==> src/common/rob_pkg.sv <==
package rob_pkg;

    // datapath and architectural register widths
    localparam int data_w = 32;
    localparam int reg_w  = 5;

    // opcodes seen on the issue port
    typedef enum logic [2:0] {
        op_add,
        op_sub,
        op_xor,
        op_beq,
        op_bne,
        op_sb,
        op_sh,
        op_sw
    } op_e;

    // what an entry does when it reaches the head
    typedef enum logic [1:0] {
        kind_reg,
        kind_store,
        kind_branch
    } kind_e;

endpackage

==> src/common/complete_if.sv <==
interface complete_if import rob_pkg::*; #(
    parameter int tag_w = 3
);
    logic              valid;
    logic [tag_w-1:0]  tag;
    logic [data_w-1:0] value;
    logic [data_w-1:0] addr;
    logic [3:0]        strobe;
    logic              taken;

    // execution unit side
    modport src (
        output valid, tag, value, addr, strobe, taken
    );

    // reorder buffer side, always accepts
    modport dst (
        input valid, tag, value, addr, strobe, taken
    );

endinterface

==> src/common/dispatch_if.sv <==
interface dispatch_if import rob_pkg::*; #(
    parameter int tag_w = 3
);
    logic              valid;
    logic [tag_w-1:0]  tag;
    op_e               op;
    logic [data_w-1:0] a;
    logic [data_w-1:0] b;
    logic [data_w-1:0] pc;
    logic [data_w-1:0] offset;

    // reorder buffer side
    modport src (
        output valid, tag, op, a, b, pc, offset
    );

    // execution unit side, never stalls
    modport dst (
        input valid, tag, op, a, b, pc, offset
    );

endinterface

==> src/logic/alu_unit.sv <==
module alu_unit import rob_pkg::*; #(
    parameter int tag_w = 3
) (
    input  logic    clk,
    input  logic    rst,
    input  logic    flush,
    dispatch_if.dst dispatch,
    complete_if.src complete
);
    logic [data_w-1:0] result;
    logic [data_w-1:0] redirect;
    logic              taken;

    logic              valid_q;
    logic [tag_w-1:0]  tag_q;
    logic [data_w-1:0] value_q;
    logic [data_w-1:0] addr_q;
    logic              taken_q;

    always_comb begin
        result = '0;
        taken  = 1'b0;
        case (dispatch.op)
            op_add: result = dispatch.a + dispatch.b;
            op_sub: result = dispatch.a - dispatch.b;
            op_xor: result = dispatch.a ^ dispatch.b;
            op_beq: taken  = (dispatch.a == dispatch.b);
            op_bne: taken  = (dispatch.a != dispatch.b);
            default: result = '0;
        endcase
    end

    // fall-through is the next sequential word
    assign redirect = taken ? dispatch.pc + dispatch.offset : dispatch.pc + data_w'(4);

    always_ff @(posedge clk) begin
        if (rst) begin
            valid_q <= 1'b0;
        end else begin
            valid_q <= dispatch.valid && !flush;
        end
    end

    always_ff @(posedge clk) begin
        if (dispatch.valid) begin
            tag_q   <= dispatch.tag;
            value_q <= result;
            addr_q  <= redirect;
            taken_q <= taken;
        end
    end

    assign complete.valid  = valid_q;
    assign complete.tag    = tag_q;
    assign complete.value  = value_q;
    assign complete.addr   = addr_q;
    assign complete.strobe = 4'b0000;
    assign complete.taken  = taken_q;

endmodule

==> src/logic/ooo_backend_top.sv <==
module ooo_backend_top import rob_pkg::*; #(
    parameter int rob_depth = 8
) (
    input  logic              clk,
    input  logic              rst,
    input  logic              issue_valid,
    output logic              issue_ready,
    input  op_e               issue_op,
    input  logic [reg_w-1:0]  issue_rd,
    input  logic [data_w-1:0] issue_a,
    input  logic [data_w-1:0] issue_b,
    input  logic [data_w-1:0] issue_pc,
    input  logic [data_w-1:0] issue_offset,
    input  logic              issue_pred_taken,
    output logic              commit_valid,
    output logic [reg_w-1:0]  commit_rd,
    output logic [data_w-1:0] commit_value,
    output logic              store_valid,
    output logic [data_w-1:0] store_addr,
    output logic [3:0]        store_strobe,
    output logic [data_w-1:0] store_data,
    output logic              flush,
    output logic [data_w-1:0] flush_pc
);
    localparam int tag_w = $clog2(rob_depth);

    dispatch_if #(.tag_w(tag_w)) alu_dispatch ();
    dispatch_if #(.tag_w(tag_w)) store_dispatch ();
    complete_if #(.tag_w(tag_w)) alu_complete ();
    complete_if #(.tag_w(tag_w)) store_complete ();

    reorder_buffer #(
        .rob_depth (rob_depth),
        .tag_w     (tag_w)
    ) reorder_buffer_i (
        .clk              (clk),
        .rst              (rst),
        .issue_valid      (issue_valid),
        .issue_ready      (issue_ready),
        .issue_op         (issue_op),
        .issue_rd         (issue_rd),
        .issue_a          (issue_a),
        .issue_b          (issue_b),
        .issue_pc         (issue_pc),
        .issue_offset     (issue_offset),
        .issue_pred_taken (issue_pred_taken),
        .alu_dispatch     (alu_dispatch.src),
        .store_dispatch   (store_dispatch.src),
        .alu_complete     (alu_complete.dst),
        .store_complete   (store_complete.dst),
        .commit_valid     (commit_valid),
        .commit_rd        (commit_rd),
        .commit_value     (commit_value),
        .store_valid      (store_valid),
        .store_addr       (store_addr),
        .store_strobe     (store_strobe),
        .store_data       (store_data),
        .flush            (flush),
        .flush_pc         (flush_pc)
    );

    alu_unit #(
        .tag_w (tag_w)
    ) alu_unit_i (
        .clk      (clk),
        .rst      (rst),
        .flush    (flush),
        .dispatch (alu_dispatch.dst),
        .complete (alu_complete.src)
    );

    store_align_unit #(
        .tag_w (tag_w)
    ) store_align_unit_i (
        .clk      (clk),
        .rst      (rst),
        .flush    (flush),
        .dispatch (store_dispatch.dst),
        .complete (store_complete.src)
    );

endmodule

==> src/logic/store_align_unit.sv <==
module store_align_unit import rob_pkg::*; #(
    parameter int tag_w = 3
) (
    input  logic    clk,
    input  logic    rst,
    input  logic    flush,
    dispatch_if.dst dispatch,
    complete_if.src complete
);
    logic              s1_valid;
    logic              s2_valid;
    logic              s3_valid;
    logic [tag_w-1:0]  s1_tag;
    logic [tag_w-1:0]  s2_tag;
    logic [tag_w-1:0]  s3_tag;
    op_e               s1_op;
    logic [data_w-1:0] s1_addr;
    logic [data_w-1:0] s1_data;
    logic [data_w-1:0] s2_addr;
    logic [data_w-1:0] s2_data;
    logic [data_w-1:0] s3_addr;
    logic [data_w-1:0] s3_data;
    logic [3:0]        s2_strobe;
    logic [3:0]        s3_strobe;
    logic [3:0]        lane_strobe;
    logic [data_w-1:0] lane_data;

    // size from opcode, lane from low address bits
    always_comb begin
        case (s1_op)
            op_sb: begin
                lane_strobe = 4'b0001 << s1_addr[1:0];
                lane_data   = data_w'(s1_data[7:0]) << {s1_addr[1:0], 3'b000};
            end
            op_sh: begin
                lane_strobe = 4'b0011 << {s1_addr[1], 1'b0};
                lane_data   = data_w'(s1_data[15:0]) << {s1_addr[1], 4'b0000};
            end
            default: begin
                lane_strobe = 4'b1111;
                lane_data   = s1_data;
            end
        endcase
    end

    // everything in flight is younger than a flushing branch
    always_ff @(posedge clk) begin
        if (rst || flush) begin
            s1_valid <= 1'b0;
            s2_valid <= 1'b0;
            s3_valid <= 1'b0;
        end else begin
            s1_valid <= dispatch.valid;
            s2_valid <= s1_valid;
            s3_valid <= s2_valid;
        end
    end

    always_ff @(posedge clk) begin
        s1_tag    <= dispatch.tag;
        s1_op     <= dispatch.op;
        s1_addr   <= dispatch.a + dispatch.offset;
        s1_data   <= dispatch.b;
        s2_tag    <= s1_tag;
        s2_addr   <= s1_addr;
        s2_data   <= lane_data;
        s2_strobe <= lane_strobe;
        s3_tag    <= s2_tag;
        s3_addr   <= {s2_addr[data_w-1:2], 2'b00};
        s3_data   <= s2_data;
        s3_strobe <= s2_strobe;
    end

    assign complete.valid  = s3_valid;
    assign complete.tag    = s3_tag;
    assign complete.value  = s3_data;
    assign complete.addr   = s3_addr;
    assign complete.strobe = s3_strobe;
    assign complete.taken  = 1'b0;

endmodule

==> src/rob/reorder_buffer.sv <==
module reorder_buffer import rob_pkg::*; #(
    parameter int rob_depth = 8,
    parameter int tag_w     = 3
) (
    input  logic              clk,
    input  logic              rst,
    input  logic              issue_valid,
    output logic              issue_ready,
    input  op_e               issue_op,
    input  logic [reg_w-1:0]  issue_rd,
    input  logic [data_w-1:0] issue_a,
    input  logic [data_w-1:0] issue_b,
    input  logic [data_w-1:0] issue_pc,
    input  logic [data_w-1:0] issue_offset,
    input  logic              issue_pred_taken,
    dispatch_if.src           alu_dispatch,
    dispatch_if.src           store_dispatch,
    complete_if.dst           alu_complete,
    complete_if.dst           store_complete,
    output logic              commit_valid,
    output logic [reg_w-1:0]  commit_rd,
    output logic [data_w-1:0] commit_value,
    output logic              store_valid,
    output logic [data_w-1:0] store_addr,
    output logic [3:0]        store_strobe,
    output logic [data_w-1:0] store_data,
    output logic              flush,
    output logic [data_w-1:0] flush_pc
);
    logic [tag_w-1:0]     head;
    logic [tag_w-1:0]     tail;
    logic [tag_w:0]       count;
    logic [rob_depth-1:0] ent_valid;
    logic [rob_depth-1:0] ent_done;
    kind_e                ent_kind   [rob_depth];
    logic [reg_w-1:0]     ent_rd     [rob_depth];
    logic                 ent_pred   [rob_depth];
    logic                 ent_taken  [rob_depth];
    logic [data_w-1:0]    ent_value  [rob_depth];
    logic [data_w-1:0]    ent_addr   [rob_depth];
    logic [3:0]           ent_strobe [rob_depth];

    // registered dispatch, shared by both units
    logic              disp_valid;
    logic [tag_w-1:0]  disp_tag;
    kind_e             disp_kind;
    op_e               disp_op;
    logic [data_w-1:0] disp_a;
    logic [data_w-1:0] disp_b;
    logic [data_w-1:0] disp_pc;
    logic [data_w-1:0] disp_offset;

    kind_e issue_kind;
    logic  accept;
    logic  head_ready;
    logic  mispredict;
    logic  retire;
    logic  alu_wr;
    logic  store_wr;

    always_comb begin
        case (issue_op)
            op_beq, op_bne:      issue_kind = kind_branch;
            op_sb, op_sh, op_sw: issue_kind = kind_store;
            default:             issue_kind = kind_reg;
        endcase
    end

    assign issue_ready = (count != rob_depth);
    assign head_ready  = ent_valid[head] && ent_done[head];
    assign mispredict  = head_ready && (ent_kind[head] == kind_branch)
                         && (ent_taken[head] != ent_pred[head]);
    assign retire      = head_ready && !mispredict;
    // an issue racing the flush edge is younger than the branch
    assign accept      = issue_valid && issue_ready && !mispredict;

    // stale completions land on freed entries and are dropped
    assign alu_wr   = alu_complete.valid && ent_valid[alu_complete.tag];
    assign store_wr = store_complete.valid && ent_valid[store_complete.tag];

    always_ff @(posedge clk) begin
        if (rst || mispredict) begin
            head         <= '0;
            tail         <= '0;
            count        <= '0;
            ent_valid    <= '0;
            ent_done     <= '0;
            disp_valid   <= 1'b0;
            commit_valid <= 1'b0;
            store_valid  <= 1'b0;
            flush        <= mispredict && !rst;
        end else begin
            disp_valid   <= accept;
            commit_valid <= retire && (ent_kind[head] == kind_reg);
            store_valid  <= retire && (ent_kind[head] == kind_store);
            flush        <= 1'b0;
            if (accept) begin
                ent_valid[tail] <= 1'b1;
                ent_done[tail]  <= 1'b0;
                tail            <= tail + 1'b1;
            end
            if (alu_wr) begin
                ent_done[alu_complete.tag] <= 1'b1;
            end
            if (store_wr) begin
                ent_done[store_complete.tag] <= 1'b1;
            end
            // correct branches just free the entry
            if (retire) begin
                ent_valid[head] <= 1'b0;
                head            <= head + 1'b1;
            end
            count <= count + (tag_w+1)'(accept) - (tag_w+1)'(retire);
        end
    end

    always_ff @(posedge clk) begin
        if (accept) begin
            ent_kind[tail] <= issue_kind;
            ent_rd[tail]   <= issue_rd;
            ent_pred[tail] <= issue_pred_taken;
            disp_tag       <= tail;
            disp_kind      <= issue_kind;
            disp_op        <= issue_op;
            disp_a         <= issue_a;
            disp_b         <= issue_b;
            disp_pc        <= issue_pc;
            disp_offset    <= issue_offset;
        end
        if (alu_wr) begin
            ent_value[alu_complete.tag]  <= alu_complete.value;
            ent_addr[alu_complete.tag]   <= alu_complete.addr;
            ent_strobe[alu_complete.tag] <= alu_complete.strobe;
            ent_taken[alu_complete.tag]  <= alu_complete.taken;
        end
        if (store_wr) begin
            ent_value[store_complete.tag]  <= store_complete.value;
            ent_addr[store_complete.tag]   <= store_complete.addr;
            ent_strobe[store_complete.tag] <= store_complete.strobe;
            ent_taken[store_complete.tag]  <= store_complete.taken;
        end
        if (head_ready) begin
            commit_rd    <= ent_rd[head];
            commit_value <= ent_value[head];
            store_addr   <= ent_addr[head];
            store_strobe <= ent_strobe[head];
            store_data   <= ent_value[head];
            flush_pc     <= ent_addr[head];
        end
    end

    // steer by kind
    assign alu_dispatch.valid    = disp_valid && (disp_kind != kind_store);
    assign alu_dispatch.tag      = disp_tag;
    assign alu_dispatch.op       = disp_op;
    assign alu_dispatch.a        = disp_a;
    assign alu_dispatch.b        = disp_b;
    assign alu_dispatch.pc       = disp_pc;
    assign alu_dispatch.offset   = disp_offset;

    assign store_dispatch.valid  = disp_valid && (disp_kind == kind_store);
    assign store_dispatch.tag    = disp_tag;
    assign store_dispatch.op     = disp_op;
    assign store_dispatch.a      = disp_a;
    assign store_dispatch.b      = disp_b;
    assign store_dispatch.pc     = disp_pc;
    assign store_dispatch.offset = disp_offset;

endmodule

==> config.mk <==
export PLATFORM = sky130hd
export DESIGN_NAME = ooo_backend_top
export DESIGN_NICKNAME = d
export VERILOG_FILES = /design/src/common/rob_pkg.sv /design/src/common/complete_if.sv /design/src/common/dispatch_if.sv /design/src/logic/alu_unit.sv /design/src/logic/ooo_backend_top.sv /design/src/logic/store_align_unit.sv /design/src/rob/reorder_buffer.sv
export SDC_FILE = /design/constraint.sdc
export NUM_CORES = 2
export LEC_CHECK = 0
export BUFFER_PORTS_ARGS = -buffer_cell sky130_fd_sc_hd__buf_4
export CAP_MARGIN = 10
export CORE_ASPECT_RATIO = 1.1
export CORE_MARGIN = 2
export CORE_UTILIZATION = 40
export DETAILED_ROUTE_END_ITERATION = 8
export PLACE_DENSITY = 0.58
export SKIP_CTS_REPAIR_TIMING = 1
export SLEW_MARGIN = 10
export SYNTH_ARGS = -nofsm -noshare
export SYNTH_HDL_FRONTEND = slang
export SYNTH_HIERARCHICAL = 1
export SYNTH_SLANG_ARGS = --single-unit
==> constraint.sdc <==
create_clock -name clk -period 20.3 [get_ports clk]
set_clock_uncertainty 0.05 [all_clocks]
set_input_delay 4.06 -clock clk [delete_from_list [all_inputs] [get_ports clk]]
set_output_delay 4.06 -clock clk [all_outputs]
set_load 0.02 [all_outputs]
==> impl.org <==
** Placed design
- Weighted congestion reported at the end of routability-driven placement :: slightly below 0.9
- Summed over all nets, the half-perimeter wirelength after detailed placement is 92500 µm.
- Placement Cell Area :: approximately 0.057 mm²
- Worst slack at placement :: about 14000 ps
- Number of buffer cells added on primary ports :: 280
- Placed Cells incl. Taps :: 5614

** Cells and area
- Layout-stage area growth over the synthesis result :: 12.9%
- Post-Layout Inst Area :: around 0.061 mm²
- NumNets Final :: 4226
- Layout filler cell count :: about 12k
- Cells with a size suffix above 1 make up between 30% and 40% of the layout.
- The largest registers in the layout are reorder_buffer_i/ent_addr: 256 flops, reorder_buffer_i/ent_value: 256 flops, reorder_buffer_i/ent_rd: 40 flops.
- The finished layout holds 5846 standard cells, fillers aside.
- Once layout is complete, the utilization of the core stands at between 40% and 50%.

** Clock network
- H-tree depth :: 3
- CTS clk-pin slew, worst paths :: 60 ps
- Clock latency on the worst-skew pair, taken at its later pin, is 730 ps.
- In this run the clock root is driven by a sky130_fd_sc_hd__clkbuf_16.
- The clock drives 1138 sinks.
- Counting the buffers created by CTS gives between 100 and 150.
- The longest clock path from root to sink contains 3 buffers.
- TritonCTS built the clock tree.

** STA
- Maximum clock frequency :: about 160 MHz
- Clock period minus worst slack :: a little over 6000 ps
- Adding up every negative setup slack in the final design gives 0 ps.
- Of the available clock period, the critical path in the final layout requires 30.0%.
- Headroom to the max-slew limit came out at between 20% and 30%.
- In the post-route analysis, the smallest setup slack over all paths is between 10000 and 15000 ps.
- Setup repair after global routing left no endpoint under its margin.
- Worst Hold Slack :: between 200 and 300 ps
- For the pin with the worst max-slew slack, the measured transition is 1150 ps.
- Final Hold Vio Count :: 0
- Final Setup Violations :: 0
- The number of slew-limit violations in the final report was 0.

** Run
- Max cap viols :: 0

** Yosys
- A synthesized cell averages around 14 µm².
- Cell area after synthesis :: ~0.054 mm²
- Counting every instance in the synthesized netlist gives a little under 4k.
- Yosys printed 6 warnings.

** Status
- The run finished with clean final reports.

** Power
- The internal portion of the total power is 4.44 mW.
- Leakage :: 21.8 nW
- Maximum VDD drop :: 0.0767 mV
- Switching power total :: 1.66 mW
- Combinational fraction of design power :: between 10% and 20%
- Fraction of power spent switching nets :: 27.2%
- Overall power :: about 6.1 mW
- The clock network accounts for around 37% of the total power.
- Total power density per cell area :: 100 mW/mm²
- Sequential cells burn 48.8% of the power.

** Critical path
- Highest fanout seen on the critical path :: 8
- For the worst setup path, the data required time is approximately 16000 ps.
- The critical path is of the reg -> out type.
- STA puts the critical path data arrival time at 1980 ps.
- Worst Setup Start Kind :: register
- Kind of end point of the critical path :: output pin

** Drt
- First DRT Iteration DRCs :: 2663
- The routed layout has roughly 32k vias.
- Total detailed-routing wirelength :: ~150000 µm
- In the routed design, unresolved DRC markers number 0.
- Before antenna repair, the detailed router went through 5 iterations.
- The count of nets left with antenna violations once routing finished came out at 0.
- Detail-routed via count per cell :: 5.44
- Detailed-route wire length per cell :: around 25 µm

** Die
- Initial core utilization :: between 40% and 50%
- In this run the core area contains 141 standard-cell rows.
- In this run the horizontal extent of the chip is between 300 and 400 µm.
- The die covers ~0.14 mm².
- The die is between 300 and 400 µm tall.
- The core region is around 0.13 mm².
- roughly 280 I/O pins were placed.

** Global route
- For met2 alone, demand over resource in global routing was about a third.
- Busiest metal layer after global routing :: met2
- Maximum number of pins on one net before global-route repair :: 84
- Met3 capacity usage during global routing :: 2.54%
- Via count of the first global-routing pass :: ~31k
- The first global-routing pass estimated around 210000 µm of wire.
- Fraction of met1 tracks used by global routing :: between 20 and 30%
- After global routing the overflow that remains totals 0.
- Total global routing track utilization :: 20.9%
- The number of antenna violations at the first check in global routing was 11.

** Min path
- Hold Crit Class :: reg -> reg
[placed cells by master (no fill, tap or decap), types with 88 or more instances in the layout]
master / instances
sky130_fd_sc_hd__a21oi_1: 157
sky130_fd_sc_hd__buf_4: 319
sky130_fd_sc_hd__clkbuf_16: 129
sky130_fd_sc_hd__dfxtp_1: 242
sky130_fd_sc_hd__edfxtp_1: 893
sky130_fd_sc_hd__ha_1: 132
sky130_fd_sc_hd__mux2_2: 556
sky130_fd_sc_hd__mux4_2: 154
sky130_fd_sc_hd__nand2_1: 370
sky130_fd_sc_hd__nor2_1: 133
sky130_fd_sc_hd__o21ai_0: 88
[worst max-delay path: stages (launching register included)]
cell and delay, ps:
sky130_fd_sc_hd__dfxtp_1 300, sky130_fd_sc_hd__inv_1 70, sky130_fd_sc_hd__ha_1 140, sky130_fd_sc_hd__or3b_2 550, sky130_fd_sc_hd__buf_4 210
[cell type report]
type / count / area [µm²] / area share, %
tap: 1787 / 2240 / 3.67
antenna: 3 / 7.51 / 0.0123
timing repair buffer: 319 / 2390 / 3.94
multi-input combinational: 2278 / 20000 / 32.8
clock buffer: 169 / 3610 / 5.93
sequential: 1138 / 31700 / 52.1
clock inverter: 60 / 554 / 0.911
inverter: 92 / 349 / 0.574
[worst paths after layout]
path	cells after the start	to	slack, ps	start
max	4	issue_ready	14210	reorder_buffer_i/count[2]$_SDFF_PP0_
min	0	store_align_unit_i/s2_addr[28]$_DFF_P_	260	store_align_unit_i/s1_addr[28]$_DFF_P_
max reg2reg	9	alu_unit_i/complete.addr[5]$_DFFE_PP_	15770	reorder_buffer_i/alu_dispatch.a[9]$_DFFE_PN_
min reg2reg	0	store_align_unit_i/s2_addr[28]$_DFF_P_	260	store_align_unit_i/s1_addr[28]$_DFF_P_
[metal layers]
metal / wire [µm] / up-vias
met5: 0 / -
met4: 3060 / 0
met3: 7640 / 172
met2: 69200 / 975
met1: 67000 / 16024
li1: - / 14624
[power by group through the flow]
stage               Combinational, mW  Clock (mW)  Sequential (mW)
floorplan                       0.646           0             2.92
global placement                0.827           0             3.03
detailed placement              0.831           0             3.03
CTS                             0.836        2.33             2.98
global route                    0.926        2.41             3.01
finish                          0.847        2.28             2.98
(Power assumes the default switching activity.)
